`src/verilog/tag_pkg.sv`:
```
`default_nettype none

package tag_pkg;

  localparam int tag_id_width_lp      = 2;  // Node id bits in a frame
  localparam int tag_payload_width_lp = 8;  // Payload bits in a frame
  localparam int tag_num_nodes_lp     = 4;  // One register per node id

  // Start bit, id, payload and even parity bit
  localparam int tag_frame_bits_lp = 1 + tag_id_width_lp + tag_payload_width_lp + 1;

  localparam int tag_cnt_width_lp = $clog2(tag_frame_bits_lp);  // Bit counter width

  // Node register contents, node 0 in the low byte
  typedef logic [tag_num_nodes_lp-1:0][tag_payload_width_lp-1:0] tag_node_array_t;

  typedef enum logic {
    SER_IDLE,  // Raw port forwarded, packet port open
    SER_SEND   // Frame bits presented one by one
  } ser_state_e;

  typedef enum logic {
    RX_HUNT,   // Waiting for a sampled 1
    RX_SHIFT   // Collecting id, payload and parity
  } rx_state_e;

endpackage

`default_nettype wire

```
`src/verilog/tag_packet_serializer.sv`:
```
`default_nettype none

module tag_packet_serializer (
    input  logic                                     clk_i
  , input  logic                                     reset_i
  , input  logic                                     pkt_v_i
  , input  logic [tag_pkg::tag_id_width_lp-1:0]      pkt_id_i
  , input  logic [tag_pkg::tag_payload_width_lp-1:0] pkt_data_i
  , output logic                                     pkt_ready_o
  , input  logic                                     raw_v_i
  , input  logic                                     raw_data_i
  , output logic                                     raw_ready_o
  , output logic                                     bit_v_o
  , output logic                                     bit_data_o
  , input  logic                                     bit_ready_i
);

  import tag_pkg::*;

  ser_state_e                    state_r;
  logic [tag_frame_bits_lp-1:0]  shift_r;     // Frame bits, MSB goes out first
  logic [tag_cnt_width_lp-1:0]   cnt_r;       // Frame bits already accepted
  logic                          parity;      // Even parity over id and payload
  logic                          pkt_accept;
  logic                          bit_accept;
  logic                          last_bit;

  assign parity     = ^{pkt_id_i, pkt_data_i};  // Makes id ^ payload ^ parity zero
  assign pkt_accept = pkt_v_i & pkt_ready_o;
  assign bit_accept = bit_v_o & bit_ready_i;
  assign last_bit   = (cnt_r == tag_cnt_width_lp'(tag_frame_bits_lp - 1));

  always_comb begin
    pkt_ready_o = (state_r == SER_IDLE);  // Packet port only open in idle
    raw_ready_o = 1'b0;
    bit_v_o     = 1'b0;
    bit_data_o  = shift_r[tag_frame_bits_lp-1];
    if (state_r == SER_SEND) begin
      bit_v_o = 1'b1;  // Held until bitbang takes it
    end else begin
      // Raw path straight through, packet wins if both present
      raw_ready_o = bit_ready_i & ~pkt_v_i;
      bit_v_o     = raw_v_i & ~pkt_v_i;
      bit_data_o  = raw_data_i;
    end
  end

  always_ff @(posedge clk_i) begin
    if (reset_i) begin
      state_r <= SER_IDLE;
      cnt_r   <= '0;
    end else begin
      case (state_r)
        SER_IDLE: begin
          if (pkt_accept) begin
            state_r <= SER_SEND;  // Frame loaded, first bit next cycle
            cnt_r   <= '0;
          end
        end
        SER_SEND: begin
          if (bit_accept) begin
            if (last_bit) begin
              state_r <= SER_IDLE;  // 12th bit gone
              cnt_r   <= '0;
            end else begin
              cnt_r <= cnt_r + tag_cnt_width_lp'(1);
            end
          end
        end
        default: begin
          state_r <= SER_IDLE;
          cnt_r   <= '0;
        end
      endcase
    end
  end

  // Frame shift register, start bit in the MSB
  always_ff @(posedge clk_i) begin
    if (pkt_accept) begin
      shift_r <= {1'b1, pkt_id_i, pkt_data_i, parity};
    end else if (bit_accept && (state_r == SER_SEND)) begin
      shift_r <= {shift_r[tag_frame_bits_lp-2:0], 1'b0};  // Next bit to the top
    end
  end

endmodule

`default_nettype wire

```
`src/verilog/tag_bitbang.sv`:
```
`default_nettype none

module tag_bitbang (
    input  logic clk_i
  , input  logic reset_i
  , input  logic data_i
  , input  logic v_i
  , output logic ready_and_o   // One bit every two clocks
  , output logic tag_clk_r_o   // Low for one cycle per bit
  , output logic tag_data_r_o  // Valid across the rising tag clock edge
);

  logic tag_clk_r;
  logic tag_data_r;
  logic handshake;

  assign handshake = ready_and_o & v_i;

  // Tag clock drops for a single cycle after each accepted bit
  always_ff @(posedge clk_i) begin
    if (reset_i) begin
      tag_clk_r <= 1'b1;  // Idle high
    end else begin
      tag_clk_r <= ~handshake;
    end
  end

  always_ff @(posedge clk_i) begin
    if (handshake) begin
      tag_data_r <= data_i;  // Held until the next bit
    end
  end

  assign tag_clk_r_o  = tag_clk_r;
  assign tag_data_r_o = tag_data_r;
  assign ready_and_o  = tag_clk_r;  // Busy during the low cycle

endmodule

`default_nettype wire

```
`src/verilog/tag_frame_receiver.sv`:
```
`default_nettype none

module tag_frame_receiver (
    input  logic                     clk_i
  , input  logic                     reset_i
  , input  logic                     tag_clk_i
  , input  logic                     tag_data_i
  , output tag_pkg::tag_node_array_t node_o
  , output logic                     node_update_o
  , output logic                     frame_err_o
);

  import tag_pkg::*;

  rx_state_e                       state_r;
  logic                            tag_clk_prev_r;  // Tag clock one cycle ago
  logic [tag_frame_bits_lp-3:0]    shift_r;         // Id and payload so far
  logic [tag_cnt_width_lp-1:0]     cnt_r;           // Samples taken after start
  tag_node_array_t                 node_r;
  logic                            node_update_r;
  logic                            frame_err_r;
  logic                            rise;
  logic [tag_frame_bits_lp-2:0]    frame;           // Id, payload, parity
  logic                            frame_done;
  logic                            parity_ok;
  logic [tag_id_width_lp-1:0]      frame_id;
  logic [tag_payload_width_lp-1:0] frame_payload;

  assign rise = tag_clk_i & ~tag_clk_prev_r;  // Low last cycle, high now

  // Data is still the bit from the low cycle, so it can be sampled now
  assign frame         = {shift_r, tag_data_i};
  assign frame_done    = rise & (state_r == RX_SHIFT)
                       & (cnt_r == tag_cnt_width_lp'(tag_frame_bits_lp - 2));
  assign parity_ok     = ~^frame;  // Even parity over id, payload and parity
  assign frame_id      = frame[tag_frame_bits_lp-2 -: tag_id_width_lp];
  assign frame_payload = frame[tag_payload_width_lp:1];

  always_ff @(posedge clk_i) begin
    if (reset_i) begin
      tag_clk_prev_r <= 1'b1;  // Tag clock idles high
    end else begin
      tag_clk_prev_r <= tag_clk_i;
    end
  end

  always_ff @(posedge clk_i) begin
    if (reset_i) begin
      state_r <= RX_HUNT;
      cnt_r   <= '0;
    end else if (rise) begin
      case (state_r)
        RX_HUNT: begin
          if (tag_data_i) begin
            state_r <= RX_SHIFT;  // Start bit seen
            cnt_r   <= '0;
          end
        end
        RX_SHIFT: begin
          if (frame_done) begin
            state_r <= RX_HUNT;  // Eleventh sample closes the frame
            cnt_r   <= '0;
          end else begin
            cnt_r <= cnt_r + tag_cnt_width_lp'(1);
          end
        end
        default: begin
          state_r <= RX_HUNT;
          cnt_r   <= '0;
        end
      endcase
    end
  end

  // Shift only while inside a frame
  always_ff @(posedge clk_i) begin
    if (rise && (state_r == RX_SHIFT)) begin
      shift_r <= frame[tag_frame_bits_lp-3:0];
    end
  end

  always_ff @(posedge clk_i) begin
    if (reset_i) begin
      node_r        <= '0;
      node_update_r <= 1'b0;
      frame_err_r   <= 1'b0;
    end else begin
      node_update_r <= frame_done & parity_ok;   // One cycle after last sample
      frame_err_r   <= frame_done & ~parity_ok;  // Bad frame dropped
      if (frame_done && parity_ok) begin
        node_r[frame_id] <= frame_payload;
      end
    end
  end

  assign node_o        = node_r;
  assign node_update_o = node_update_r;
  assign frame_err_o   = frame_err_r;

endmodule

`default_nettype wire

```
`src/verilog/tag_link_top.sv`:
```
`default_nettype none

module tag_link_top (
    input  logic                                     clk_i
  , input  logic                                     reset_i
  , input  logic                                     pkt_v_i
  , input  logic [tag_pkg::tag_id_width_lp-1:0]      pkt_id_i
  , input  logic [tag_pkg::tag_payload_width_lp-1:0] pkt_data_i
  , output logic                                     pkt_ready_o
  , input  logic                                     raw_v_i
  , input  logic                                     raw_data_i
  , output logic                                     raw_ready_o
  , output logic                                     tag_clk_o
  , output logic                                     tag_data_o
  , output tag_pkg::tag_node_array_t                 node_o
  , output logic                                     node_update_o
  , output logic                                     frame_err_o
);

  logic bit_v;      // Serializer bit stream
  logic bit_data;
  logic bit_ready;  // Bitbang idle
  logic tag_clk;    // Link wires
  logic tag_data;

  tag_packet_serializer ser (
      .clk_i       (clk_i)
    , .reset_i     (reset_i)
    , .pkt_v_i     (pkt_v_i)
    , .pkt_id_i    (pkt_id_i)
    , .pkt_data_i  (pkt_data_i)
    , .pkt_ready_o (pkt_ready_o)
    , .raw_v_i     (raw_v_i)
    , .raw_data_i  (raw_data_i)
    , .raw_ready_o (raw_ready_o)
    , .bit_v_o     (bit_v)
    , .bit_data_o  (bit_data)
    , .bit_ready_i (bit_ready)
  );

  tag_bitbang bitbang (
      .clk_i        (clk_i)
    , .reset_i      (reset_i)
    , .data_i       (bit_data)
    , .v_i          (bit_v)
    , .ready_and_o  (bit_ready)
    , .tag_clk_r_o  (tag_clk)
    , .tag_data_r_o (tag_data)
  );

  tag_frame_receiver rx (
      .clk_i         (clk_i)
    , .reset_i       (reset_i)
    , .tag_clk_i     (tag_clk)
    , .tag_data_i    (tag_data)
    , .node_o        (node_o)
    , .node_update_o (node_update_o)
    , .frame_err_o   (frame_err_o)
  );

  assign tag_clk_o  = tag_clk;   // Wires also leave the chip
  assign tag_data_o = tag_data;

endmodule

`default_nettype wire

```
`config.mk`:
```
export PLATFORM = sky130hd
export DESIGN_NAME = tag_link_top
export DESIGN_NICKNAME = d
export VERILOG_FILES = /design/src/verilog/tag_pkg.sv /design/src/verilog/tag_packet_serializer.sv /design/src/verilog/tag_bitbang.sv /design/src/verilog/tag_frame_receiver.sv /design/src/verilog/tag_link_top.sv
export SDC_FILE = /design/constraint.sdc
export NUM_CORES = 1
export LEC_CHECK = 0
export BUFFER_PORTS_ARGS = -buffer_cell sky130_fd_sc_hd__buf_2
export CAP_MARGIN = 20
export CELL_PAD_IN_SITES_DETAIL_PLACEMENT = 1
export CELL_PAD_IN_SITES_GLOBAL_PLACEMENT = 2
export CORE_MARGIN = 2
export CORE_UTILIZATION = 38
export CTS_CLUSTER_SIZE = 14
export DETAILED_ROUTE_END_ITERATION = 8
export GPL_TIMING_DRIVEN = 0
export PLACE_DENSITY_LB_ADDON = 0.1
export SYNTH_ARGS = -nofsm -noshare
export SYNTH_HDL_FRONTEND = slang
export SYNTH_SLANG_ARGS = --single-unit
```
`constraint.sdc`:
```
create_clock -name clk_i -period 6.35 [get_ports clk_i]
set_input_delay 1.27 -clock clk_i [delete_from_list [all_inputs] [get_ports clk_i]]
set_output_delay 1.27 -clock clk_i [all_outputs]
set_load 0.1 [all_outputs]
```
==> results of run 1 <==
## worst max-delay path: stages
cell and delay, ns:
buf_2 0.12, nor2_1 0.12, and2_1 0.14, buf_2 0.42
## flip-flops by register name (all words and copies together), names as in the netlist
name	count
rx.tag_clk_prev_r	1
bitbang.ready_and_o	1
bitbang.tag_data_r_o	1
ser.shift_r	12
rx.cnt_r	4
rx.node_o	32
rx.frame_err_o	1
ser.state_r	1
rx.shift_r	10
rx.state_r	1
ser.cnt_r	4
rx.node_update_o	1
## per-layer routing
| metal | wire, µm | GRT usage, % |
|---|---|---|
| met1 | 2990 | 21.0 |
| met2 | 3120 | 26.3 |
| met3 | 386 | 4.27 |
| met4 | 145 | 9.19 |
| met5 | 0 | 0 |
## power groups by stage
| stage | sequential, mW | clock, mW | combinational [mW] |
|---|---|---|---|
| 3_5_place_dp | 0.487 | 0 | 0.0927 |
| 6_report | 0.476 | 0.347 | 0.0906 |
| 2_1_floorplan | 0.493 | 0 | 0.0634 |
| 4_1_cts | 0.476 | 0.360 | 0.0929 |
| 5_1_grt | 0.478 | 0.377 | 0.100 |
| 3_3_place_gp | 0.486 | 0 | 0.0919 |
## area by class of cell
| type | instances | area [µm²] | share of cell area, % |
|---|---|---|---|
| inverters | 4 | 15.0 | 0.419 |
| flip-flops and latches | 69 | 1600 | 44.6 |
| multi-input cells | 201 | 1300 | 36.2 |
| clock buffers | 16 | 191 | 5.34 |
| well taps | 102 | 128 | 3.56 |
| plain buffers | 14 | 97.6 | 2.72 |
| repair buffers | 51 | 255 | 7.12 |
## stage by stage
| step | hold WS, ns | worst slack [ns] | total power, mW |
|---|---|---|---|
| after floorplan | 0.424 | 2.94 | 0.556 |
| after global placement | 0.430 | 3.02 | 0.578 |
| after detailed placement | 0.435 | 3.01 | 0.579 |
| after CTS | 0.461 | 3.01 | 0.929 |
| after global routing | 0.476 | 2.95 | 0.955 |
| final | 0.462 | 3.02 | 0.914 |
## worst paths after layout
check                                   start             to  slack (ns)
worst max register to register    rx.cnt_r[0]  rx.node_o[21]        4.05
worst min register to register  rx.shift_r[8]  rx.shift_r[9]        0.46
worst min-delay path            rx.shift_r[8]  rx.shift_r[9]        0.46
worst max-delay path                  pkt_v_i    raw_ready_o        3.02
## synthesized netlist by cell type, drive strengths merged (4+ instances only)
library cell,n
xor2,4
inv,4
clkbuf,10
a21oi,22
xnor2,12
nand3,19
nor3,6
dfxtp,47
buf,4
nand3b,4
o21ai,20
mux2i,19
nor2,31
edfxtp,22
nand2,36
## cells by family after synthesis
kind of cell | synth area share (%)
compound gates | 8.60
xor+xnor | 7.23
fa+ha+maj | 1.25
buf+inv | 3.74
flops | 53.2
mux | 7.52
simple gates | 18.5
==> run_results.csv, run 1 <==
group,metric,value,unit
run_status,status,"finished, final reports clean",
synthesis,synth_fp_nets,306,
clocking,htreeDepth,3,
pwr,p_int,0.691,mW
placed_design,dp_hpwl,4.72,mm
sta,min_period,3.33,ns
routing,vias_per_cell,4.83,
pwr,p_comb_share,9.9,%
clocking,cts_buffer_depth,2,
worst_setup_path,start_kind,"primary input",
hold_path,hp-class,"reg -> reg",
clocking,post-cts-setup-buffer-count,0,
synthesis,yosys.area.top_type,"dfxtp_1",
clocking,clk_pin_slew,0.07,ns
global_route,grt_pass1_vias,2222,
die,placementRows,32,
pwr,seqPwrFrac,52.1,%
routing,wl,6.64,mm
die,start_util,39.2,%
global_route,track_usage,16.7,%
pwr,power_density,255,nW/µm²
worst_setup_path,critPathKind,"in -> out",
sta,max_freq,0.300,GHz
final_layout,fin_cells,457,
final_layout,fillers,918,
clocking,cts-resized-gates,0,
routing,drcViolationCount,0,
placed_design,numPlacedInstances,441,
synthesis,synthFlopType,"dfxtp_1",
die,dieArea,8660,µm²
sta,fin_setup_tns,0,ns
sta,rsz0062_at_grt,"false",
clocking,cts_buffers,9,
sta,max-slew-margin-rel,38.3,%
synthesis,yosysSeqAreaShare,53.2,%
sta,worst_slew_pin_slew,0.924,ns
clocking,cts_tree,"done",
sta,finalClockSkew,0.00971,ns
global_route,grt-ovfl-total,0,
pwr,swShare,24.4,%
synthesis,yosysTopAreaCellShare,31.2,%
final_layout,layout_commonest_cell,"buf_2",
pwr,power.leakage,1.59,nW
final_layout,syn2layout_area_growth,19.1,%
synthesis,synthDistinctLibCells,42,
pwr,p_clk_share,38.0,%
worst_setup_path,worstPathArrival,2.06,ns
die,coreArea,7690,µm²
routing,drt_iter0_drc,43,
placed_design,port_buffers,51,
routing,ant_nets,0,
pwr,ir_drop,102,µV
synthesis,ys_ff_latch,69,
global_route,grt_antenna_before_repair,0,
hold_path,min_path_cells,0,
worst_setup_path,critPathMaxFanout,4,
final_layout,layout.nets,368,
routing,dr.pass1.iters,4,
synthesis,avgSynthCellArea,10.5,µm²
clocking,clock_latency,0.35,ns
synthesis,synth-edff-count,22,
placed_design,postPlaceCellArea,3400,µm²
final_layout,mostFrequentLayoutCells,"buf_2, dfxtp_1, nand2_1",
worst_setup_path,rr_worst_depth,8,
final_layout,postLayoutCellArea,3590,µm²
global_route,grt_pass1_wl,11.0,mm
clocking,cts_sinks,69,
synthesis,async_flop_share,0,%
routing,avgRoutedWirePerCell,14.5,µm
synthesis,synth_cells,288,
sta,fin_crit_sh,52.5,%
die,dieWidth,93.0,µm
synthesis,synth.top_cells.by_area,"dfxtp_1, edfxtp_1, mux2i_1",
synthesis,synth_area,3010,µm²
die,pin_count,53,
sta,hold_violations,0,
worst_setup_path,cp.required,5.08,ns
routing,routed-via-count,2208,
clocking,cts_root_buf,"clkbuf_8",
final_layout,antenna_cells,0,
die,die_h,93.0,µm
clocking,holdBufCountCts,0,
placed_design,gp_congestion,0.791,
final_layout,post_route_cells_drive_above_1_share,23.1,%
worst_setup_path,end_kind,"output pin",
sta,slew_viol_final,0,
run,cap_viol_max_count,0,
synthesis,yosysWarnings,0,
sta,finalSetupViolations,0,
pwr,p_sw,0.223,mW
global_route,grt_max_degree,14,
final_layout,finish.utilization,46.7,%
(Power assumes the default switching activity.)
==> run 2: changes to the inputs <==
--- a/config.mk
+++ b/config.mk
@@ -10,7 +10,7 @@
 export CELL_PAD_IN_SITES_DETAIL_PLACEMENT = 1
 export CELL_PAD_IN_SITES_GLOBAL_PLACEMENT = 2
 export CORE_MARGIN = 2
-export CORE_UTILIZATION = 38
+export CORE_UTILIZATION = 35
 export CTS_CLUSTER_SIZE = 14
 export DETAILED_ROUTE_END_ITERATION = 8
 export GPL_TIMING_DRIVEN = 0
==> constraint.sdc (replaced) <==
create_clock -name clk_i -period 3.4 [get_ports clk_i]
set_input_delay 0.68 -clock clk_i [delete_from_list [all_inputs] [get_ports clk_i]]
set_output_delay 0.68 -clock clk_i [all_outputs]
set_load 0.1 [all_outputs]
==> run_results.csv, run 2 (synthesis gave the netlist of run 1 again) <==
group,metric,value,unit
run_status,status,"finished, final reports clean",
pwr,ir_drop,193,µV
final_layout,fillers,971,
placed_design,postPlaceCellArea,3400,µm²
worst_setup_path,cp.required,3.66,ns
pwr,power.leakage,1.59,nW
final_layout,multi_input_area,1300,µm²
routing,vias_per_cell,4.86,
final_layout,layout_commonest_cell,"buf_2",
final_layout,seqCellArea,1600,µm²
clocking,cts_root_buf,"clkbuf_8",
die,dieArea,9370,µm²
final_layout,largest_reg_flops,32,
global_route,grt_pass1_wl,11.7,mm
sta,finalSetupViolations,0,
clocking,clk_pin_slew,0.07,ns
die,start_util,36.3,%
clocking,post-cts-setup-buffer-count,0,
sta,slew_viol_final,0,
routing,drcViolationCount,0,
worst_setup_path,critPathKind,"reg -> reg",
die,die_h,96.8,µm
placed_design,dp_hpwl,5.00,mm
final_layout,antenna_cells,0,
final_layout,syn2layout_area_growth,19.0,%
global_route,grt_max_degree,14,
die,pin_count,53,
pwr,power_density,471,nW/µm²
routing,avgRoutedWirePerCell,14.9,µm
die,placementRows,33,
routing,wl,6.86,mm
sta,fin_setup_tns,0,ns
sta,hold_violations,0,
sta,min_period,2.34,ns
final_layout,postLayoutCellArea,3590,µm²
sta,whs,0.474,ns
final_layout,mostFrequentLayoutCells,"buf_2, dfxtp_1, nand2_1",
placed_design,port_buffers,51,
hold_path,hp-class,"reg -> reg",
worst_setup_path,path_cells,"xor2_1, xnor3_2, xor2_2, buf_4, nand3_1, a21oi_1",
die,coreArea,8300,µm²
worst_setup_path,start_kind,"register",
clocking,clock_latency,0.34,ns
final_layout,layout.nets,368,
worst_setup_path,rrSetupSlack,1.06,ns
clocking,holdBufCountCts,0,
worst_setup_path,slowest_delay,0.59,ns
clocking,htreeDepth,3,
sta,max_freq,0.427,GHz
routing,ant_nets,0,
sta,finalClockSkew,0.0128,ns
worst_setup_path,crit_slowest_cell,"xnor3_2",
global_route,track_usage,15.5,%
run,cap_viol_max_count,0,
die,dieWidth,96.8,µm
placed_design,gp_congestion,0.716,
clocking,cts_sinks,69,
clocking,cts-resized-gates,0,
global_route,grt-ovfl-total,0,
routing,dr.pass1.iters,4,
clocking,cts_tree,"done",
sta,worst_slew_pin_slew,0.970,ns
routing,drt_iter0_drc,50,
routing,routed-via-count,2237,
sta,fin_crit_sh,68.8,%
clocking,cts_buffer_depth,2,
worst_setup_path,end_kind,"register",
global_route,grt_pass1_vias,2382,
final_layout,post_route_cells_drive_above_1_share,23.7,%
worst_setup_path,worstPathArrival,2.60,ns
sta,max-slew-margin-rel,35.2,%
clocking,cts_buffers,9,
sta,rsz0062_at_grt,"false",
worst_setup_path,critPathMaxFanout,10,
global_route,grt_antenna_before_repair,0,
-- run 2: changes by cell type in the layout (fill, tap and decap cells not counted), sizes merged --
cell and delta:
clkbuf -3, inv +1, clkinv +2
-- run 2: area by class of cell --
type / instances / area share (%)
Buffer: 14 / 2.72
Clock buffer: 13 / 4.75
Clock inverter: 3 / 0.454
Inverter: 4 / 0.419
Multi-Input combinational cell: 201 / 36.2
Sequential cell: 69 / 44.7
Tap cell: 105 / 3.66
Timing Repair Buffer: 51 / 7.12
-- run 2: worst max-delay path: cells and delay by family, from the launching register on --
family / cells / cell delay (ns)
flip-flops: 1 / 0.52
AO/OA/AOI/OAI: 1 / 0.19
buffers and inverters: 1 / 0.24
XOR/XNOR: 3 / 1.21
AND/OR/NAND/NOR: 1 / 0.10
-- run 2: path summary, 6_finish.rpt --
check	start	end	depth (start not counted)
min	rx.shift_r[8]	rx.shift_r[9]	0
min reg2reg	rx.shift_r[8]	rx.shift_r[9]	0
max reg2reg	rx.shift_r[0]	rx.node_o[6]	6
max	rx.shift_r[0]	rx.node_o[6]	6
-- run 2: report_power, final --
group / leakage, nW / internal (mW) / switching [mW]
logic: 0.903 / 0.0603 / 0.110
clock network: 0.0989 / 0.328 / 0.298
registers: 0.589 / 0.879 / 0.0114
-- run 2: metal layers --
layer	share of wire (%)	wire length [µm]	global-route usage, %
met5	0	0	0
met4	0.99	68	4.23
met3	5.2	360	5.35
met2	49	3380	26.8
met1	45	3050	18.4
-- run 2: stage by stage --
stage / total power [mW] / cells / util (%) / worst slack, ns
after detailed placement: 1.08 / 444 / 41.0 / 1.03
after global placement: 1.08 / 444 / 41.0 / 1.09
final: 1.69 / 460 / 43.2 / 1.06
after global routing: 1.77 / 460 / 43.2 / 0.828
after floorplan: 1.04 / 288 / - / 0.732
after CTS: 1.71 / 460 / 43.2 / 1.00
